===== src/design/load_pkg.sv =====
package load_pkg;

    // datapath and address width of the RV32 core
    localparam int xlen = 32;

    // reorder-buffer tag width
    localparam int tag_width = 5;

    // RV32I major opcode shared by all loads
    localparam logic [6:0] opcode_load = 7'b000_0011;

    // funct3 encodings of the legal load instructions
    localparam logic [2:0] funct3_lb  = 3'b000;
    localparam logic [2:0] funct3_lh  = 3'b001;
    localparam logic [2:0] funct3_lw  = 3'b010;
    localparam logic [2:0] funct3_lbu = 3'b100;
    localparam logic [2:0] funct3_lhu = 3'b101;

    // AXI response code for a successful transfer
    localparam logic [1:0] axi_resp_okay = 2'b00;

    // kind of load after decode
    typedef enum logic [2:0] {
        load_byte          = 3'd0,
        load_half          = 3'd1,
        load_word          = 3'd2,
        load_byte_unsigned = 3'd3,
        load_half_unsigned = 3'd4,
        load_illegal       = 3'd5
    } load_kind_e;

    // fault reported with the result, none of them stall the unit
    typedef enum logic [1:0] {
        fault_none       = 2'd0,
        fault_illegal    = 2'd1,
        fault_misaligned = 2'd2,
        fault_bus        = 2'd3
    } fault_e;

    // states of the AXI4-Lite read manager
    typedef enum logic [1:0] {
        mem_idle = 2'd0,
        mem_addr = 2'd1,
        mem_data = 2'd2
    } mem_state_e;

endpackage

===== src/design/load_fu.sv =====
`timescale 1ns/1ps

module load_fu (
    input  logic                            clock,
    input  logic                            reset,
    input  logic                            issue_valid,
    output logic                            issue_ready,
    input  logic [load_pkg::xlen-1:0]       inst,
    input  logic [load_pkg::xlen-1:0]       rs1_value,
    input  logic [load_pkg::tag_width-1:0]  issue_tag,
    output logic                            result_done,
    output logic [load_pkg::tag_width-1:0]  result_tag,
    output logic [load_pkg::xlen-1:0]       result_value,
    output load_pkg::fault_e                result_fault,
    input  logic                            result_ack,
    output logic [load_pkg::xlen-1:0]       araddr,
    output logic [2:0]                      arprot,
    output logic                            arvalid,
    input  logic                            arready,
    input  logic [load_pkg::xlen-1:0]       rdata,
    input  logic [1:0]                      rresp,
    input  logic                            rvalid,
    output logic                            rready
);

    import load_pkg::*;

    logic                  dec_valid;
    load_kind_e            dec_kind;
    logic [xlen-1:0]       dec_addr;
    fault_e                dec_fault;
    logic [tag_width-1:0]  dec_tag;
    logic                  exe_complete;
    logic [xlen-1:0]       exe_word;
    logic [1:0]            exe_byte_offset;
    load_kind_e            exe_kind;
    fault_e                exe_fault;
    logic                  ret_ack;

    load_decode u_decode (
        .clock(clock), .reset(reset), .issue_valid(issue_valid), .inst(inst),
        .rs1_value(rs1_value), .issue_tag(issue_tag), .ret_ack(ret_ack),
        .issue_ready(issue_ready), .dec_valid(dec_valid), .dec_kind(dec_kind),
        .dec_addr(dec_addr), .dec_fault(dec_fault), .dec_tag(dec_tag)
    );

    // AXI4-Lite read manager, bypassed for faulted loads
    load_mem_access u_mem_access (
        .clock(clock), .reset(reset), .dec_valid(dec_valid), .dec_kind(dec_kind),
        .dec_addr(dec_addr), .dec_fault(dec_fault), .arready(arready), .rdata(rdata),
        .rresp(rresp), .rvalid(rvalid), .araddr(araddr), .arprot(arprot),
        .arvalid(arvalid), .rready(rready), .exe_complete(exe_complete),
        .exe_word(exe_word), .exe_byte_offset(exe_byte_offset), .exe_kind(exe_kind),
        .exe_fault(exe_fault)
    );

    load_result u_result (
        .clock(clock), .reset(reset), .exe_complete(exe_complete), .exe_word(exe_word),
        .exe_byte_offset(exe_byte_offset), .exe_kind(exe_kind), .exe_fault(exe_fault),
        .dec_tag(dec_tag), .result_ack(result_ack), .result_done(result_done),
        .result_tag(result_tag), .result_value(result_value),
        .result_fault(result_fault), .ret_ack(ret_ack)
    );

endmodule


===== src/design/load_result.sv =====
`timescale 1ns/1ps

module load_result (
    input  logic                            clock,
    input  logic                            reset,
    input  logic                            exe_complete,
    input  logic [load_pkg::xlen-1:0]       exe_word,
    input  logic [1:0]                      exe_byte_offset,
    input  load_pkg::load_kind_e            exe_kind,
    input  load_pkg::fault_e                exe_fault,
    input  logic [load_pkg::tag_width-1:0]  dec_tag,
    input  logic                            result_ack,
    output logic                            result_done,
    output logic [load_pkg::tag_width-1:0]  result_tag,
    output logic [load_pkg::xlen-1:0]       result_value,
    output load_pkg::fault_e                result_fault,
    output logic                            ret_ack
);

    import load_pkg::*;

    logic [xlen-1:0]  shifted;
    logic [xlen-1:0]  extended;

    // move the addressed lanes down to bit 0
    assign shifted = exe_word >> {exe_byte_offset, 3'b000};

    always_comb begin
        case (exe_kind)
            load_byte:          extended = {{(xlen-8){shifted[7]}}, shifted[7:0]};
            load_half:          extended = {{(xlen-16){shifted[15]}}, shifted[15:0]};
            load_word:          extended = exe_word; // always aligned, no shift
            load_byte_unsigned: extended = {{(xlen-8){1'b0}}, shifted[7:0]};
            load_half_unsigned: extended = {{(xlen-16){1'b0}}, shifted[15:0]};
            default:            extended = '0;
        endcase
        if (exe_fault != fault_none) begin
            extended = '0; // a faulted load returns zero
        end
    end

    assign ret_ack = result_done && result_ack; // retire edge frees the unit

    always_ff @(posedge clock) begin
        if (reset) begin
            result_done <= 1'b0;
        end else if (exe_complete) begin
            result_done <= 1'b1;
        end else if (ret_ack) begin
            result_done <= 1'b0;
        end
    end

    // payload only loads on completion, so it stays stable until retire
    always_ff @(posedge clock) begin
        if (exe_complete) begin
            result_value <= extended;
            result_tag   <= dec_tag;
            result_fault <= exe_fault;
        end
    end

endmodule


===== src/design/load_mem_access.sv =====
`timescale 1ns/1ps

module load_mem_access (
    input  logic                       clock,
    input  logic                       reset,
    input  logic                       dec_valid,
    input  load_pkg::load_kind_e       dec_kind,
    input  logic [load_pkg::xlen-1:0]  dec_addr,
    input  load_pkg::fault_e           dec_fault,
    input  logic                       arready,
    input  logic [load_pkg::xlen-1:0]  rdata,
    input  logic [1:0]                 rresp,
    input  logic                       rvalid,
    output logic [load_pkg::xlen-1:0]  araddr,
    output logic [2:0]                 arprot,
    output logic                       arvalid,
    output logic                       rready,
    output logic                       exe_complete,
    output logic [load_pkg::xlen-1:0]  exe_word,
    output logic [1:0]                 exe_byte_offset,
    output load_pkg::load_kind_e       exe_kind,
    output load_pkg::fault_e           exe_fault
);

    import load_pkg::*;

    mem_state_e  state;
    load_kind_e  kind_q;
    logic [1:0]  offset_q;
    logic        fault_bypass;
    logic        r_handshake;

    // a faulted decode never reaches the bus
    assign fault_bypass = (state == mem_idle) && dec_valid && (dec_fault != fault_none);
    assign r_handshake  = (state == mem_data) && rvalid;

    assign arprot  = 3'b000; // unprivileged, secure, data access
    assign arvalid = (state == mem_addr);
    assign rready  = (state == mem_data); // only after the address handshake

    always_ff @(posedge clock) begin
        if (reset) begin
            state <= mem_idle;
        end else begin
            case (state)
                mem_idle: begin
                    if (dec_valid && dec_fault == fault_none) begin
                        state <= mem_addr;
                    end
                end
                mem_addr: begin
                    if (arready) begin
                        state <= mem_data;
                    end
                end
                mem_data: begin
                    if (rvalid) begin
                        state <= mem_idle;
                    end
                end
                default: state <= mem_idle;
            endcase
        end
    end

    // address and lane info are captured once and held through the bus access
    always_ff @(posedge clock) begin
        if (state == mem_idle && dec_valid) begin
            araddr   <= {dec_addr[xlen-1:2], 2'b00};
            kind_q   <= dec_kind;
            offset_q <= dec_addr[1:0];
        end
    end

    assign exe_complete = fault_bypass || r_handshake;
    assign exe_word     = rdata; // read data passes straight to the result stage

    always_comb begin
        if (state == mem_idle) begin
            exe_kind        = dec_kind;
            exe_byte_offset = dec_addr[1:0];
            exe_fault       = dec_fault;
        end else begin
            exe_kind        = kind_q;
            exe_byte_offset = offset_q;
            exe_fault       = (rresp == axi_resp_okay) ? fault_none : fault_bus;
        end
    end

endmodule


===== src/design/load_decode.sv =====
`timescale 1ns/1ps

module load_decode (
    input  logic                            clock,
    input  logic                            reset,
    input  logic                            issue_valid,
    input  logic [load_pkg::xlen-1:0]       inst,
    input  logic [load_pkg::xlen-1:0]       rs1_value,
    input  logic [load_pkg::tag_width-1:0]  issue_tag,
    input  logic                            ret_ack,
    output logic                            issue_ready,
    output logic                            dec_valid,
    output load_pkg::load_kind_e            dec_kind,
    output logic [load_pkg::xlen-1:0]       dec_addr,
    output load_pkg::fault_e                dec_fault,
    output logic [load_pkg::tag_width-1:0]  dec_tag
);

    import load_pkg::*;

    logic             busy;
    logic             accept;
    load_kind_e       kind;
    logic [xlen-1:0]  imm;
    logic [xlen-1:0]  addr;
    fault_e           fault;

    assign issue_ready = !busy; // one load at a time, from issue to retire
    assign accept      = issue_valid && issue_ready;

    always_comb begin
        kind = load_illegal;
        if (inst[6:0] == opcode_load) begin
            case (inst[14:12])
                funct3_lb:  kind = load_byte;
                funct3_lh:  kind = load_half;
                funct3_lw:  kind = load_word;
                funct3_lbu: kind = load_byte_unsigned;
                funct3_lhu: kind = load_half_unsigned;
                default:    kind = load_illegal; // funct3 of 3, 6 and 7
            endcase
        end
    end

    assign imm  = {{(xlen-12){inst[31]}}, inst[31:20]}; // I-type immediate
    assign addr = rs1_value + imm;

    always_comb begin
        fault = fault_none;
        if (kind == load_illegal) begin
            fault = fault_illegal;
        end else if ((kind == load_half || kind == load_half_unsigned) && addr[0]) begin
            fault = fault_misaligned;
        end else if (kind == load_word && addr[1:0] != 2'b00) begin
            fault = fault_misaligned;
        end
    end

    always_ff @(posedge clock) begin
        if (reset) begin
            busy      <= 1'b0;
            dec_valid <= 1'b0;
        end else begin
            dec_valid <= accept; // single-cycle pulse toward execute
            if (accept) begin
                busy <= 1'b1;
            end else if (ret_ack) begin
                busy <= 1'b0;
            end
        end
    end

    always_ff @(posedge clock) begin
        if (accept) begin
            dec_kind  <= kind;
            dec_addr  <= addr;
            dec_fault <= fault;
            dec_tag   <= issue_tag; // held until the result retires
        end
    end

endmodule


===== config.mk =====
export PLATFORM = sky130hd
export DESIGN_NAME = load_fu
export DESIGN_NICKNAME = d
export VERILOG_FILES = /design/src/design/load_pkg.sv /design/src/design/load_fu.sv /design/src/design/load_result.sv /design/src/design/load_mem_access.sv /design/src/design/load_decode.sv
export SDC_FILE = /design/constraint.sdc
export NUM_CORES = 1
export LEC_CHECK = 0
export BUFFER_PORTS_ARGS = -buffer_cell sky130_fd_sc_hd__buf_4
export CORE_ASPECT_RATIO = 0.7
export CORE_MARGIN = 5
export CORE_UTILIZATION = 45
export CTS_CLUSTER_DIAMETER = 60
export DETAILED_ROUTE_END_ITERATION = 10
export GPL_ROUTABILITY_DRIVEN = 0
export HOLD_SLACK_MARGIN = 0.02
export PLACE_DENSITY = 0.71
export SYNTH_ARGS = -nofsm -noshare
export SYNTH_HDL_FRONTEND = slang
export SYNTH_SLANG_ARGS = --single-unit

===== constraint.sdc =====
create_clock -name clock -period 5.6 [get_ports clock]
set_clock_uncertainty 0.05 [all_clocks]
set_input_delay 1.4 -clock clock [delete_from_list [all_inputs] [get_ports clock]]
set_output_delay 1.4 -clock clock [all_outputs]
set_load 0.01 [all_outputs]

==> results of run 1 <==
power by group:
part / switching (mW) / total [mW] / internal, mW
Clock: 0.374 / 1.06 / 0.690
Combinational: 0.212 / 0.389 / 0.178
Sequential: 0.0170 / 1.08 / 1.07
flip-flops by register name, summed over array words and instances (netlist names), 3 cells and up:
name / flops
u_decode.dec_addr: 32
u_decode.dec_tag: 5
u_result.result_value: 32
u_mem_access.araddr: 30
u_result.result_tag: 5
u_decode.dec_kind: 3
u_mem_access.kind_q: 3
worst max-delay path: cells and delay by family:
kind	cells	cell delay, ps
AOI/OAI and AO/OA	5	1330
xor gates and xnor gates	1	150
buffers and inverters	2	140
and+or+nand+nor	1	180
adders and majority gates	2	580
path summary, 6_finish.rpt:
kind / from / to / slack (ps) / depth (start not counted)
min reg2reg: u_decode.dec_addr[23] / u_mem_access.araddr[23] / 360 / 0
min: u_decode.dec_addr[23] / u_mem_access.araddr[23] / 360 / 0
max reg2reg: u_mem_access.state[1] / u_result.result_value[16] / 2530 / 7
max: inst[20] / u_decode.dec_addr[28] / 1930 / 11
layout by cell type, fill, tap and decap left out, types with 2 or more instances in the layout:
| master | netlist | final |
|---|---|---|
| sky130_fd_sc_hd__a211oi_1 | 4 | 4 |
| sky130_fd_sc_hd__a21boi_0 | 2 | 2 |
| sky130_fd_sc_hd__a21o_1 | 9 | 9 |
| sky130_fd_sc_hd__a21oi_1 | 48 | 47 |
| sky130_fd_sc_hd__a21oi_2 | 10 | 11 |
| sky130_fd_sc_hd__a22oi_1 | 11 | 11 |
| sky130_fd_sc_hd__a311oi_1 | 3 | 3 |
| sky130_fd_sc_hd__a31oi_1 | 6 | 6 |
| sky130_fd_sc_hd__a32oi_1 | 7 | 7 |
| sky130_fd_sc_hd__and2_1 | 3 | 3 |
| sky130_fd_sc_hd__and3_1 | 6 | 6 |
| sky130_fd_sc_hd__buf_4 | 7 | 175 |
| sky130_fd_sc_hd__bufinv_16 | 0 | 3 |
| sky130_fd_sc_hd__clkbuf_16 | 0 | 17 |
| sky130_fd_sc_hd__clkinv_1 | 0 | 3 |
| sky130_fd_sc_hd__clkinv_2 | 0 | 3 |
| sky130_fd_sc_hd__clkinvlp_4 | 0 | 3 |
| sky130_fd_sc_hd__conb_1 | 1 | 5 |
| sky130_fd_sc_hd__dfxtp_1 | 5 | 5 |
| sky130_fd_sc_hd__edfxtp_1 | 116 | 116 |
| sky130_fd_sc_hd__ha_1 | 31 | 31 |
| sky130_fd_sc_hd__inv_1 | 19 | 19 |
| sky130_fd_sc_hd__mux2i_1 | 21 | 21 |
| sky130_fd_sc_hd__nand2_1 | 70 | 70 |
| sky130_fd_sc_hd__nand2b_1 | 4 | 4 |
| sky130_fd_sc_hd__nand3_1 | 5 | 5 |
| sky130_fd_sc_hd__nand3b_1 | 3 | 3 |
| sky130_fd_sc_hd__nand4_1 | 4 | 4 |
| sky130_fd_sc_hd__nor2_1 | 36 | 36 |
| sky130_fd_sc_hd__nor2b_1 | 8 | 7 |
| sky130_fd_sc_hd__nor3_1 | 4 | 4 |
| sky130_fd_sc_hd__nor4_1 | 2 | 2 |
| sky130_fd_sc_hd__o211ai_1 | 4 | 4 |
| sky130_fd_sc_hd__o21a_1 | 8 | 8 |
| sky130_fd_sc_hd__o21ai_0 | 32 | 31 |
| sky130_fd_sc_hd__o21bai_1 | 5 | 5 |
| sky130_fd_sc_hd__o221ai_1 | 3 | 3 |
| sky130_fd_sc_hd__o31ai_1 | 2 | 2 |
| sky130_fd_sc_hd__xnor2_1 | 20 | 20 |
| sky130_fd_sc_hd__xor2_1 | 10 | 10 |
metrics by stage:
| step | hold WS [ps] | utilization (%) | area, µm² | instances |
|---|---|---|---|---|
| floorplan | 350 | - | 6480 | 570 |
| finish | 364 | 60.7 | 8510 | 943 |
| detailed placement | 355 | 56.6 | 7930 | 912 |
| global route | 370 | 60.7 | 8510 | 943 |
| CTS | 364 | 60.7 | 8510 | 943 |
| global placement | 351 | 56.6 | 7930 | 912 |
routing by layer:
metal  part of all wire, %  routed length (µm)  track usage, %  up-vias
met3                   8.3                1330            5.66       27
met4                   2.0                 316            7.44        0
met1                    42                6780            23.7     2386
met2                    47                7540            31.1      247
li1                      -                   -               -     2476
met5                     0                   0               0        -
kinds of logic (layout without fill, tap and decap cells):
group	Yosys count	after routing
AO/OA/AOI/OAI	165	165
AND/OR/NAND/NOR	152	152
flip-flops	121	121
buffers and inverters	42	225
adder cells (fa/ha/maj)	32	32
XOR/XNOR	30	30
multiplexers	23	23
other	1	5
final cells by class:
class | count | share of cell area [%]
well taps | 190 | 2.79
clock inverters | 14 | 1.84
inverters | 19 | 0.838
multi-input cells | 407 | 32.0
repair buffers | 175 | 15.4
flip-flops and latches | 121 | 42.1
clock buffers | 17 | 5.00
==> results.sh, run 1 <==
export IMPL_run_status="completed"
export IMPL_tightest_slew_ps=1190
export IMPL_route_detailed_vias_per_inst=5.45
export IMPL_power_density_over_cell_area_mw_per_mm2=298
export IMPL_power_leakage_nw=3.38
export IMPL_clk_pin_slew_worst_paths_ps=50
export IMPL_antenna_found_initial=0
export IMPL_peakVddDrop_uv=183
export IMPL_floorplan_initialDensity_pct=46.2
export IMPL_cp_arrival_ps=3770
export IMPL_unrepaired_setup_endpoints_after_global_routing="no"
export IMPL_synth_cell_types=59
export IMPL_worstSetupPathType="in -> reg"
export IMPL_ys_top_cells_by_count="sky130_fd_sc_hd__edfxtp_1, sky130_fd_sc_hd__nand2_1, sky130_fd_sc_hd__a21oi_1"
export IMPL_number_of_buffers_inserted_during_clock_tree_synthesis=17
export IMPL_io_pins=187
export IMPL_numClockSinks=121
export IMPL_yosys_area_share_simple_pct=10.6
export IMPL_layout_drive_gt1_share_pct=29.5
export IMPL_clockRootBuffer="sky130_fd_sc_hd__clkbuf_16"
export IMPL_pre_cts_slack_ps=1640
export IMPL_cp_max_fo=4
export IMPL_seqCellArea_mm2=0.00358
export IMPL_cts_tree="done"
export IMPL_die_area_mm2=0.0169
export IMPL_yosys_area_share_adder_pct=6.31
export IMPL_post_cts_resize_count=0
export IMPL_cts_root_to_sink_buffers=2
export IMPL_h_tree_depth=4
export IMPL_finalCriticalPeriod_ps=3670
export IMPL_buffer_ports_inserted=171
export IMPL_layout_filler_cells=1104
export IMPL_critPathLaunchType="input port"
export IMPL_final_max_slew_violation_count=0
export IMPL_postSynthAreaPerCell_um2=11.4
export IMPL_synth_top_family_by_area="compound AO/OA/AOI/OAI gates"
export IMPL_remaining_drc_errors=0
export IMPL_timing_max_cap_violations=0
export IMPL_synth_area_leader_cell="sky130_fd_sc_hd__edfxtp_1"
export IMPL_drtPass1Iterations=5
export IMPL_most_frequent_cell_after_synthesis="sky130_fd_sc_hd__edfxtp_1"
export IMPL_final_net_count=882
export IMPL_clk_insertion_delay_late_ps=410
export IMPL_cell_area_after_technology_mapping_mm2=0.00646
export IMPL_drt_first_iter_violations=398
export IMPL_post_route_worst_setup_slack_ps=1930
export IMPL_pin_count_of_the_biggest_net_entering_global_routing=44
export IMPL_global_route_usage_total_pct=18.9
export IMPL_synth_mux_area_fraction_pct=3.77
export IMPL_grt_remaining_overflow=0
export IMPL_die_width_um=153
export IMPL_layout_area_overhead_vs_synth_pct=31.6
export IMPL_cp_required_ps=5700
export IMPL_rows=36
export IMPL_final_hold_viol_count=0
export IMPL_synth_edf_count=116
export IMPL_worst_setup_path_end_kind="flip-flop"
export IMPL_clock_fmax_mhz=272
export IMPL_synth_seq_area_share_pct=55.4
export IMPL_cts_setup_buffers=0
export IMPL_path_cells="buf_4, ha_1, inv_1, fa_1, nand2b_1, a21o_1, a211oi_1, a21oi_1, o21ai_0, a31oi_1, xnor2_1"
export IMPL_first_pass_grt_wire_length_um=25200
export IMPL_final_min_period_over_clock_period_pct=65.6
export IMPL_drt_wl_total_um=16000
export IMPL_synth_largest_type_area_fraction_pct=53.9
export IMPL_core_region_area_mm2=0.0140
export IMPL_netlist_instances=566
export IMPL_post_synth_main_area_contributors="sky130_fd_sc_hd__edfxtp_1, sky130_fd_sc_hd__ha_1, sky130_fd_sc_hd__nand2_1, sky130_fd_sc_hd__a21oi_1, sky130_fd_sc_hd__mux2i_1"
export IMPL_report_power_total_mw=2.54
export IMPL_ys_ff_latch=121
export IMPL_antennaDiodeCount=0
export IMPL_synth_yosys_warnings=0
export IMPL_finalSetupTns_ps=0
export IMPL_vias_in_the_first_global_route=5106
export IMPL_synth_compound_gate_area_share_pct=16.7
export IMPL_worst_slew_margin_rel_pct=20.2
export IMPL_final_setup_viol_count=0
export IMPL_synth_xor_area_share_pct=4.06
export IMPL_postSynth_asyncResetShare_pct=0
export IMPL_detailroute_via_count=5136
export IMPL_detail_route_wl_per_cell_um=16.9
export IMPL_multi_input_comb_area_mm2=0.00272
export IMPL_critical_path_slowest_cell="sky130_fd_sc_hd__o21ai_0"
export IMPL_ant_nets=0
export IMPL_post_cts_hold_buffers=0
export IMPL_detailedPlacementHpwl_um=11900
export IMPL_synth_main_ff_cell="sky130_fd_sc_hd__edfxtp_1"
export IMPL_hp_class="reg -> reg"
export IMPL_die_y_um=110
export IMPL_worst_path_largest_cell_delay_ps=430
No activity file was read; power rests on OpenSTA's default activity.
==> inputs of run 2 (changes only) <==
==> constraint.sdc (replaced) <==
create_clock -name clock -period 3.4 [get_ports clock]
set_clock_uncertainty 0.05 [all_clocks]
set_input_delay 0.85 -clock clock [delete_from_list [all_inputs] [get_ports clock]]
set_output_delay 0.85 -clock clock [all_outputs]
set_load 0.01 [all_outputs]
==> run 2 against run 1 <==
Sequential power increased by 66%. Highest routed layer unchanged. Global-route usage decreased by 0.59 points. Critical endpoint is now u_decode.dec_addr[26]. Largest power group is now the clock network. Die area is the same. Final cell count up 0.53%.
==> results.sh, run 2 (same netlist as run 1, synthesis figures left out) <==
export IMPL_worst_r2r_endpoint="u_result.result_value[18]"
export IMPL_clock_fmax_mhz=340
export IMPL_regToRegSetupSlack_ps=750
export IMPL_reg_largest_list="u_decode.dec_addr x32, u_result.result_value x32, u_mem_access.araddr x30"
export IMPL_antenna_found_initial=0
export IMPL_die_y_um=110
export IMPL_cp_arrival_ps=3030
export IMPL_rows=36
export IMPL_vias_in_the_first_global_route=5032
export IMPL_finalCriticalPeriod_ps=2940
export IMPL_power_density_over_cell_area_mw_per_mm2=501
export IMPL_holdCritStartpoint="u_decode.dec_addr[29]"
export IMPL_timing_max_cap_violations=0
export IMPL_startpoint_of_the_worst_slack_reg_to_reg_timing_path="u_mem_access.state[1]"
export IMPL_clk_pin_slew_worst_paths_ps=50
export IMPL_post_cts_resize_count=0
export IMPL_first_pass_grt_wire_length_um=24600
export IMPL_final_net_count=888
export IMPL_run_status="completed"
export IMPL_power_leakage_nw=3.42
export IMPL_final_hold_viol_count=0
export IMPL_layout_drive_gt1_share_pct=29.7
export IMPL_tightest_slew_ps=765
export IMPL_worst_setup_path_end_kind="flip-flop"
export IMPL_die_area_mm2=0.0169
export IMPL_global_route_usage_total_pct=18.3
export IMPL_worstSetupPathType="in -> reg"
export IMPL_layout_area_overhead_vs_synth_pct=32.8
export IMPL_remaining_drc_errors=0
export IMPL_hp_class="reg -> reg"
export IMPL_final_max_slew_violation_count=0
export IMPL_peakVddDrop_uv=304
export IMPL_cts_root_to_sink_buffers=2
export IMPL_cp_max_fo=4
export IMPL_hold_path_endpoint="u_mem_access.araddr[29]"
export IMPL_buffer_ports_inserted=171
export IMPL_pre_cts_slack_ps=92.7
export IMPL_worst_slew_margin_rel_pct=49.0
export IMPL_post_route_worst_setup_slack_ps=460
export IMPL_drt_wl_total_um=15700
export IMPL_r2r_worst_path_cells=7
export IMPL_layout_filler_cells=1112
export IMPL_timing_hold_worst_path_depth=0
export IMPL_core_region_area_mm2=0.0140
export IMPL_layout_cells_most_common="sky130_fd_sc_hd__buf_4"
export IMPL_detail_route_wl_per_cell_um=16.6
export IMPL_critPathLaunchType="input port"
export IMPL_die_width_um=153
export IMPL_antennaDiodeCount=0
export IMPL_detailroute_via_count=5156
export IMPL_ant_nets=0
export IMPL_cp_required_ps=3490
export IMPL_finalSetupTns_ps=0
export IMPL_route_detailed_vias_per_inst=5.44
export IMPL_drt_first_iter_violations=374
export IMPL_cts_tree="done"
export IMPL_number_of_buffers_inserted_during_clock_tree_synthesis=17
export IMPL_post_cts_hold_buffers=0
export IMPL_numClockSinks=121
export IMPL_drtPass1Iterations=5
export IMPL_final_min_period_over_clock_period_pct=86.5
export IMPL_pin_count_of_the_biggest_net_entering_global_routing=44
export IMPL_unrepaired_setup_endpoints_after_global_routing="no"
export IMPL_io_pins=187
export IMPL_detailedPlacementHpwl_um=12000
export IMPL_grt_remaining_overflow=0
export IMPL_floorplan_initialDensity_pct=46.2
export IMPL_cts_setup_buffers=0
export IMPL_clockRootBuffer="sky130_fd_sc_hd__clkbuf_16"
export IMPL_h_tree_depth=4
export IMPL_worst_hold_slack_ps=363
export IMPL_final_setup_viol_count=0
export IMPL_clk_insertion_delay_late_ps=400
export IMPL_final_cell_mix="sky130_fd_sc_hd__buf_4, sky130_fd_sc_hd__edfxtp_1, sky130_fd_sc_hd__nand2_1, sky130_fd_sc_hd__a21oi_1, sky130_fd_sc_hd__nor2_1"
-- run 2: changes by cell type in the layout (fill, tap and decap cells not counted), sizes merged --
cell	change
buf	+6
bufinv	+2
clkbuf	+2
clkinv	-2
clkinvlp	-2
inv	-1
-- run 2: power by group --
| part | switching [mW] | internal [mW] | leakage, nW |
|---|---|---|---|
| registers | 0.0288 | 1.76 | 1.13 |
| logic | 0.350 | 0.300 | 2.00 |
| clock network | 0.585 | 1.28 | 0.295 |
| total | 0.964 | 3.34 | 3.42 |
-- run 2: worst max path at each step --
| stage | endpoint | slack [ps] | start | depth (start not counted) |
|---|---|---|---|---|
| floorplan | u_decode.dec_addr[0] | 160 | issue_valid | 1 |
| global placement | u_decode.dec_addr[28] | 130 | inst[20] | 11 |
| detailed placement | u_decode.dec_addr[28] | 90 | inst[20] | 11 |
| CTS | u_decode.dec_addr[28] | 500 | inst[20] | 11 |
| global route | u_decode.dec_addr[28] | 310 | inst[20] | 11 |
| finish | u_decode.dec_addr[26] | 460 | inst[20] | 11 |
-- run 2: critical path: stages --
cell	delay, ps
sky130_fd_sc_hd__buf_4	80
sky130_fd_sc_hd__ha_1	180
sky130_fd_sc_hd__inv_1	70
sky130_fd_sc_hd__fa_1	390
sky130_fd_sc_hd__nand2b_1	180
sky130_fd_sc_hd__a21o_1	230
sky130_fd_sc_hd__a21o_1	220
sky130_fd_sc_hd__a31oi_1	390
sky130_fd_sc_hd__nand2_1	100
sky130_fd_sc_hd__o221ai_1	230
sky130_fd_sc_hd__xor2_1	100
-- run 2: layout make-up --
cell class | instances | area [µm²] | area share (%)
inverter | 19 | 71.3 | 0.831
timing repair buffer | 181 | 1360 | 15.8
sequential | 121 | 3580 | 41.7
multi-input combinational | 407 | 2720 | 31.7
clock buffer | 19 | 433 | 5.04
tap | 190 | 238 | 2.77
clock inverter | 11 | 179 | 2.08
-- run 2: through the flow --
| stage | total power [mW] | utilization, % | cells | instance area [µm²] |
|---|---|---|---|---|
| CTS | 4.33 | 61.3 | 948 | 8580 |
| floorplan | 2.20 | - | 570 | 6480 |
| finish | 4.30 | 61.3 | 948 | 8580 |
| detailed placement | 2.46 | 56.9 | 918 | 7970 |
| global placement | 2.44 | 56.9 | 918 | 7970 |
| global route | 4.48 | 61.3 | 948 | 8580 |
-- run 2: metal layers --
| metal | vias to the layer above | GRT usage (%) | part of all wire [%] |
|---|---|---|---|
| li1 | 2479 | - | - |
| met1 | 2443 | 23.0 | 43 |
| met2 | 203 | 30.4 | 49 |
| met3 | 31 | 5.31 | 6.5 |
| met4 | 0 | 6.68 | 1.7 |
| met5 | - | 0 | 0 |
==> inputs of run 3 (changes only) <==
--- a/config.mk
+++ b/config.mk
@@ -5,6 +5,7 @@
 export SDC_FILE = /design/constraint.sdc
 export NUM_CORES = 1
 export LEC_CHECK = 0
+export ABC_AREA = 1
 export BUFFER_PORTS_ARGS = -buffer_cell sky130_fd_sc_hd__buf_4
 export CORE_ASPECT_RATIO = 0.7
 export CORE_MARGIN = 5
@@ -13,7 +14,7 @@
 export DETAILED_ROUTE_END_ITERATION = 10
 export GPL_ROUTABILITY_DRIVEN = 0
 export HOLD_SLACK_MARGIN = 0.02
-export PLACE_DENSITY = 0.71
+export PLACE_DENSITY = 0.69
 export SYNTH_ARGS = -nofsm -noshare
 export SYNTH_HDL_FRONTEND = slang
 export SYNTH_SLANG_ARGS = --single-unit
==> run 3 against run 2 <==
Synthesized cell count up 75%. Fmax up 15%. Non-clock buffer count fell by 5. Utilization down 2.2 points. First-iteration DRC count grew 50%. Register-to-register slack better by 100 ps. Cell area rose by 14%. Combinational power grew 19%. Critical endpoint is now u_result.result_value[8]. Largest power group unchanged.
==> results.sh, run 3 <==
export IMPL_worst_path_largest_cell_delay_ps=470
export IMPL_tightest_slew_ps=662
export IMPL_netlist_instances=992
export IMPL_global_route_usage_total_pct=20.4
export IMPL_run_status="completed"
export IMPL_met2_length_um=8370
export IMPL_timing_hold_worst_path_depth=0
export IMPL_cp_max_fo=24
export IMPL_cp_required_ps=3640
export IMPL_cts_tree="done"
export IMPL_remaining_drc_errors=0
export IMPL_finalCriticalPeriod_ps=2550
export IMPL_ys_ff_latch=121
export IMPL_worst_setup_path_end_kind="flip-flop"
export IMPL_report_power_total_mw=4.49
export IMPL_rows=39
export IMPL_antennaDiodeCount=0
export IMPL_synth_largest_type_area_fraction_pct=45.4
export IMPL_synth_main_ff_cell="sky130_fd_sc_hd__edfxtp_1"
export IMPL_power_sequential_fraction_pct=39.8
export IMPL_switch_share_pct=26.7
export IMPL_postSynth_asyncResetShare_pct=0
export IMPL_critical_path_slowest_cell="sky130_fd_sc_hd__nand3_2"
export IMPL_floorplan_initialDensity_pct=46.4
export IMPL_worstSetupPathType="reg -> reg"
export IMPL_die_width_um=166
export IMPL_post_cts_resize_count=0
export IMPL_drtPass1Iterations=7
export IMPL_cts_setup_buffers=0
export IMPL_startpoint_of_the_worst_slack_reg_to_reg_timing_path="u_mem_access.state[1]"
export IMPL_ys_top_cells_by_count="sky130_fd_sc_hd__nand2_1, sky130_fd_sc_hd__inv_1, sky130_fd_sc_hd__edfxtp_1"
export IMPL_final_net_count=1312
export IMPL_r2r_worst_path_cells=9
export IMPL_pin_count_of_the_biggest_net_entering_global_routing=43
export IMPL_final_setup_viol_count=0
export IMPL_final_hold_viol_count=0
export IMPL_clk_insertion_delay_late_ps=410
export IMPL_synth_area_leader_cell="sky130_fd_sc_hd__edfxtp_1"
export IMPL_hp_class="reg -> reg"
export IMPL_layout_drive_gt1_share_pct=20.2
export IMPL_timing_max_cap_violations=0
export IMPL_first_pass_grt_wire_length_um=32500
export IMPL_peakVddDrop_uv=301
export IMPL_holdCritStartpoint="u_decode.dec_tag[1]"
export IMPL_clockRootBuffer="sky130_fd_sc_hd__clkbuf_16"
export IMPL_power_leakage_nw=5.15
export IMPL_hold_path_endpoint="u_result.result_tag[1]"
export IMPL_layout_area_overhead_vs_synth_pct=27.5
export IMPL_p_clk_share_pct=43.0
export IMPL_h_tree_depth=4
export IMPL_worst_r2r_endpoint="u_result.result_value[8]"
export IMPL_io_pins=187
export IMPL_drt_first_iter_violations=562
export IMPL_die_y_um=119
export IMPL_cell_area_after_technology_mapping_mm2=0.00767
export IMPL_synth_cell_types=35
export IMPL_met1Wirelength_um=9750
export IMPL_post_synth_main_area_contributors="sky130_fd_sc_hd__edfxtp_1, sky130_fd_sc_hd__nand2_1, sky130_fd_sc_hd__inv_1, sky130_fd_sc_hd__nand3_1, sky130_fd_sc_hd__ha_1"
export IMPL_path_cells="nor2_2, nand2_1, nand2_2, nand2_1, nand3_1, nand3_2, nand3_1, nand2_1, inv_1"
export IMPL_numClockSinks=121
export IMPL_detail_route_wl_per_cell_um=14.3
export IMPL_routed_wl_met3_um=1730
export IMPL_die_area_mm2=0.0198
export IMPL_synth_seq_area_share_pct=46.7
export IMPL_clk_pin_slew_worst_paths_ps=60
export IMPL_detailedPlacementHpwl_um=15400
export IMPL_unrepaired_setup_endpoints_after_global_routing="no"
export IMPL_cts_root_to_sink_buffers=2
export IMPL_drt_wl_total_um=20200
export IMPL_pwr_share_comb_pct=17.2
export IMPL_postSynthAreaPerCell_um2=7.73
export IMPL_post_cts_hold_buffers=0
export IMPL_final_min_period_over_clock_period_pct=74.9
export IMPL_vias_in_the_first_global_route=6416
export IMPL_final_max_slew_violation_count=0
export IMPL_finalSetupTns_ps=0
export IMPL_clock_fmax_mhz=393
export IMPL_grt_remaining_overflow=0
export IMPL_power_internal_mw=3.29
export IMPL_synth_edf_count=116
export IMPL_layout_cells_most_common="sky130_fd_sc_hd__nand2_1"
export IMPL_detailroute_via_count=6859
export IMPL_ant_nets=0
export IMPL_most_frequent_cell_after_synthesis="sky130_fd_sc_hd__nand2_1"
export IMPL_reg_largest_list="u_decode.dec_addr x32, u_result.result_value x32, u_mem_access.araddr x30"
export IMPL_final_cell_mix="sky130_fd_sc_hd__nand2_1, sky130_fd_sc_hd__inv_1, sky130_fd_sc_hd__buf_4, sky130_fd_sc_hd__edfxtp_1, sky130_fd_sc_hd__nand3_1"
export IMPL_worst_slew_margin_rel_pct=55.9
export IMPL_buffer_ports_inserted=171
export IMPL_number_of_buffers_inserted_during_clock_tree_synthesis=17
export IMPL_worst_path_most_repeated_cell="sky130_fd_sc_hd__nand2_1"
export IMPL_power_density_over_cell_area_mw_per_mm2=459
export IMPL_core_region_area_mm2=0.0165
export IMPL_regToRegSetupSlack_ps=850
export IMPL_cp_arrival_ps=2790
export IMPL_power_switching_mw=1.20
export IMPL_synth_yosys_warnings=0
export IMPL_critPathLaunchType="flip-flop"
export IMPL_top_layer="met4"
export IMPL_route_detailed_vias_per_inst=4.87
export IMPL_antenna_found_initial=0
==> run 3: changes by cell type in the layout (fill, tap and decap cells not counted), moves of 12 or more <==
cell,previous run,this run
sky130_fd_sc_hd__xnor2_1,20,2
sky130_fd_sc_hd__a21oi_1,47,31
sky130_fd_sc_hd__o21ai_0,31,9
sky130_fd_sc_hd__mux2i_1,21,0
sky130_fd_sc_hd__nand2_2,0,12
sky130_fd_sc_hd__inv_1,19,180
sky130_fd_sc_hd__nand3_1,5,87
sky130_fd_sc_hd__nor2_1,36,53
sky130_fd_sc_hd__nand2_1,70,377
==> run 3: worst max-delay path, delay by kind of cell (launching register included) <==
family,cells,cell delay (ps)
buffers and inverters,1,70
DFF,1,350
and+or+nand+nor,8,1960
==> run 3: final cells by class <==
type / count / area [µm²]
clock buffers: 19 / 433
clock inverters: 13 / 191
fillers: 1534 / 6760
inverters: 185 / 694
multi-input cells: 670 / 3270
flip-flops and latches: 121 / 3580
well taps: 225 / 282
repair buffers: 176 / 1320
==> run 3: logic make-up (layout without fill, tap and decap cells) <==
kind of cell               count (synthesis)  after routing  share of synthesized area, %
AOI/OAI and AO/OA                         50             50                          3.69
xor gates and xnor gates                  18             18                          2.06
buffers and inverters                    205            393                          11.0
other                                      1              5                        0.0489
and+or+nand+nor                          565            565                          31.1
DFF                                      121            121                          46.7
adders and majority gates                 32             32                          5.32
==> run 3: routing by layer <==
metal,track usage [%],up-vias
met3,5.00,28
met2,29.7,290
li1,-,3489
met1,30.4,3052
met5,0,-
met4,5.46,0
==> run 3: power by group through the flow <==
stage / logic, mW / registers (mW) / clock network (mW)
after CTS: 0.764 / 1.79 / 1.96
after global routing: 0.860 / 1.80 / 2.05
after global placement: 0.748 / 1.82 / 0
after detailed placement: 0.758 / 1.82 / 0
after floorplan: 0.446 / 1.83 / 0
final: 0.772 / 1.79 / 1.93
==> run 3: how the worst max path moves through the flow <==
stage                           from                       end  slack, ps  depth (start not counted)
4_1_cts        u_mem_access.state[1]  u_result.result_value[8]        860                          9
3_3_place_gp                inst[20]     u_decode.dec_addr[28]        610                         12
2_1_floorplan  u_mem_access.state[0]      u_result.result_done        600                          6
6_report       u_mem_access.state[1]  u_result.result_value[8]        850                          9
5_1_grt        u_mem_access.state[1]  u_result.result_value[8]        620                          9
3_5_place_dp                inst[20]     u_decode.dec_addr[28]        550                         12
==> run 3: through the flow <==
step	instances	setup WS, ps	hold WS [ps]	utilization [%]	cell area (µm²)
final	1409	854	368	59.1	9780
after floorplan	996	596	350	-	7690
after detailed placement	1377	554	355	55.3	9150
after CTS	1409	859	368	59.1	9780
after global placement	1377	608	352	55.3	9150
after global routing	1409	621	373	59.1	9780
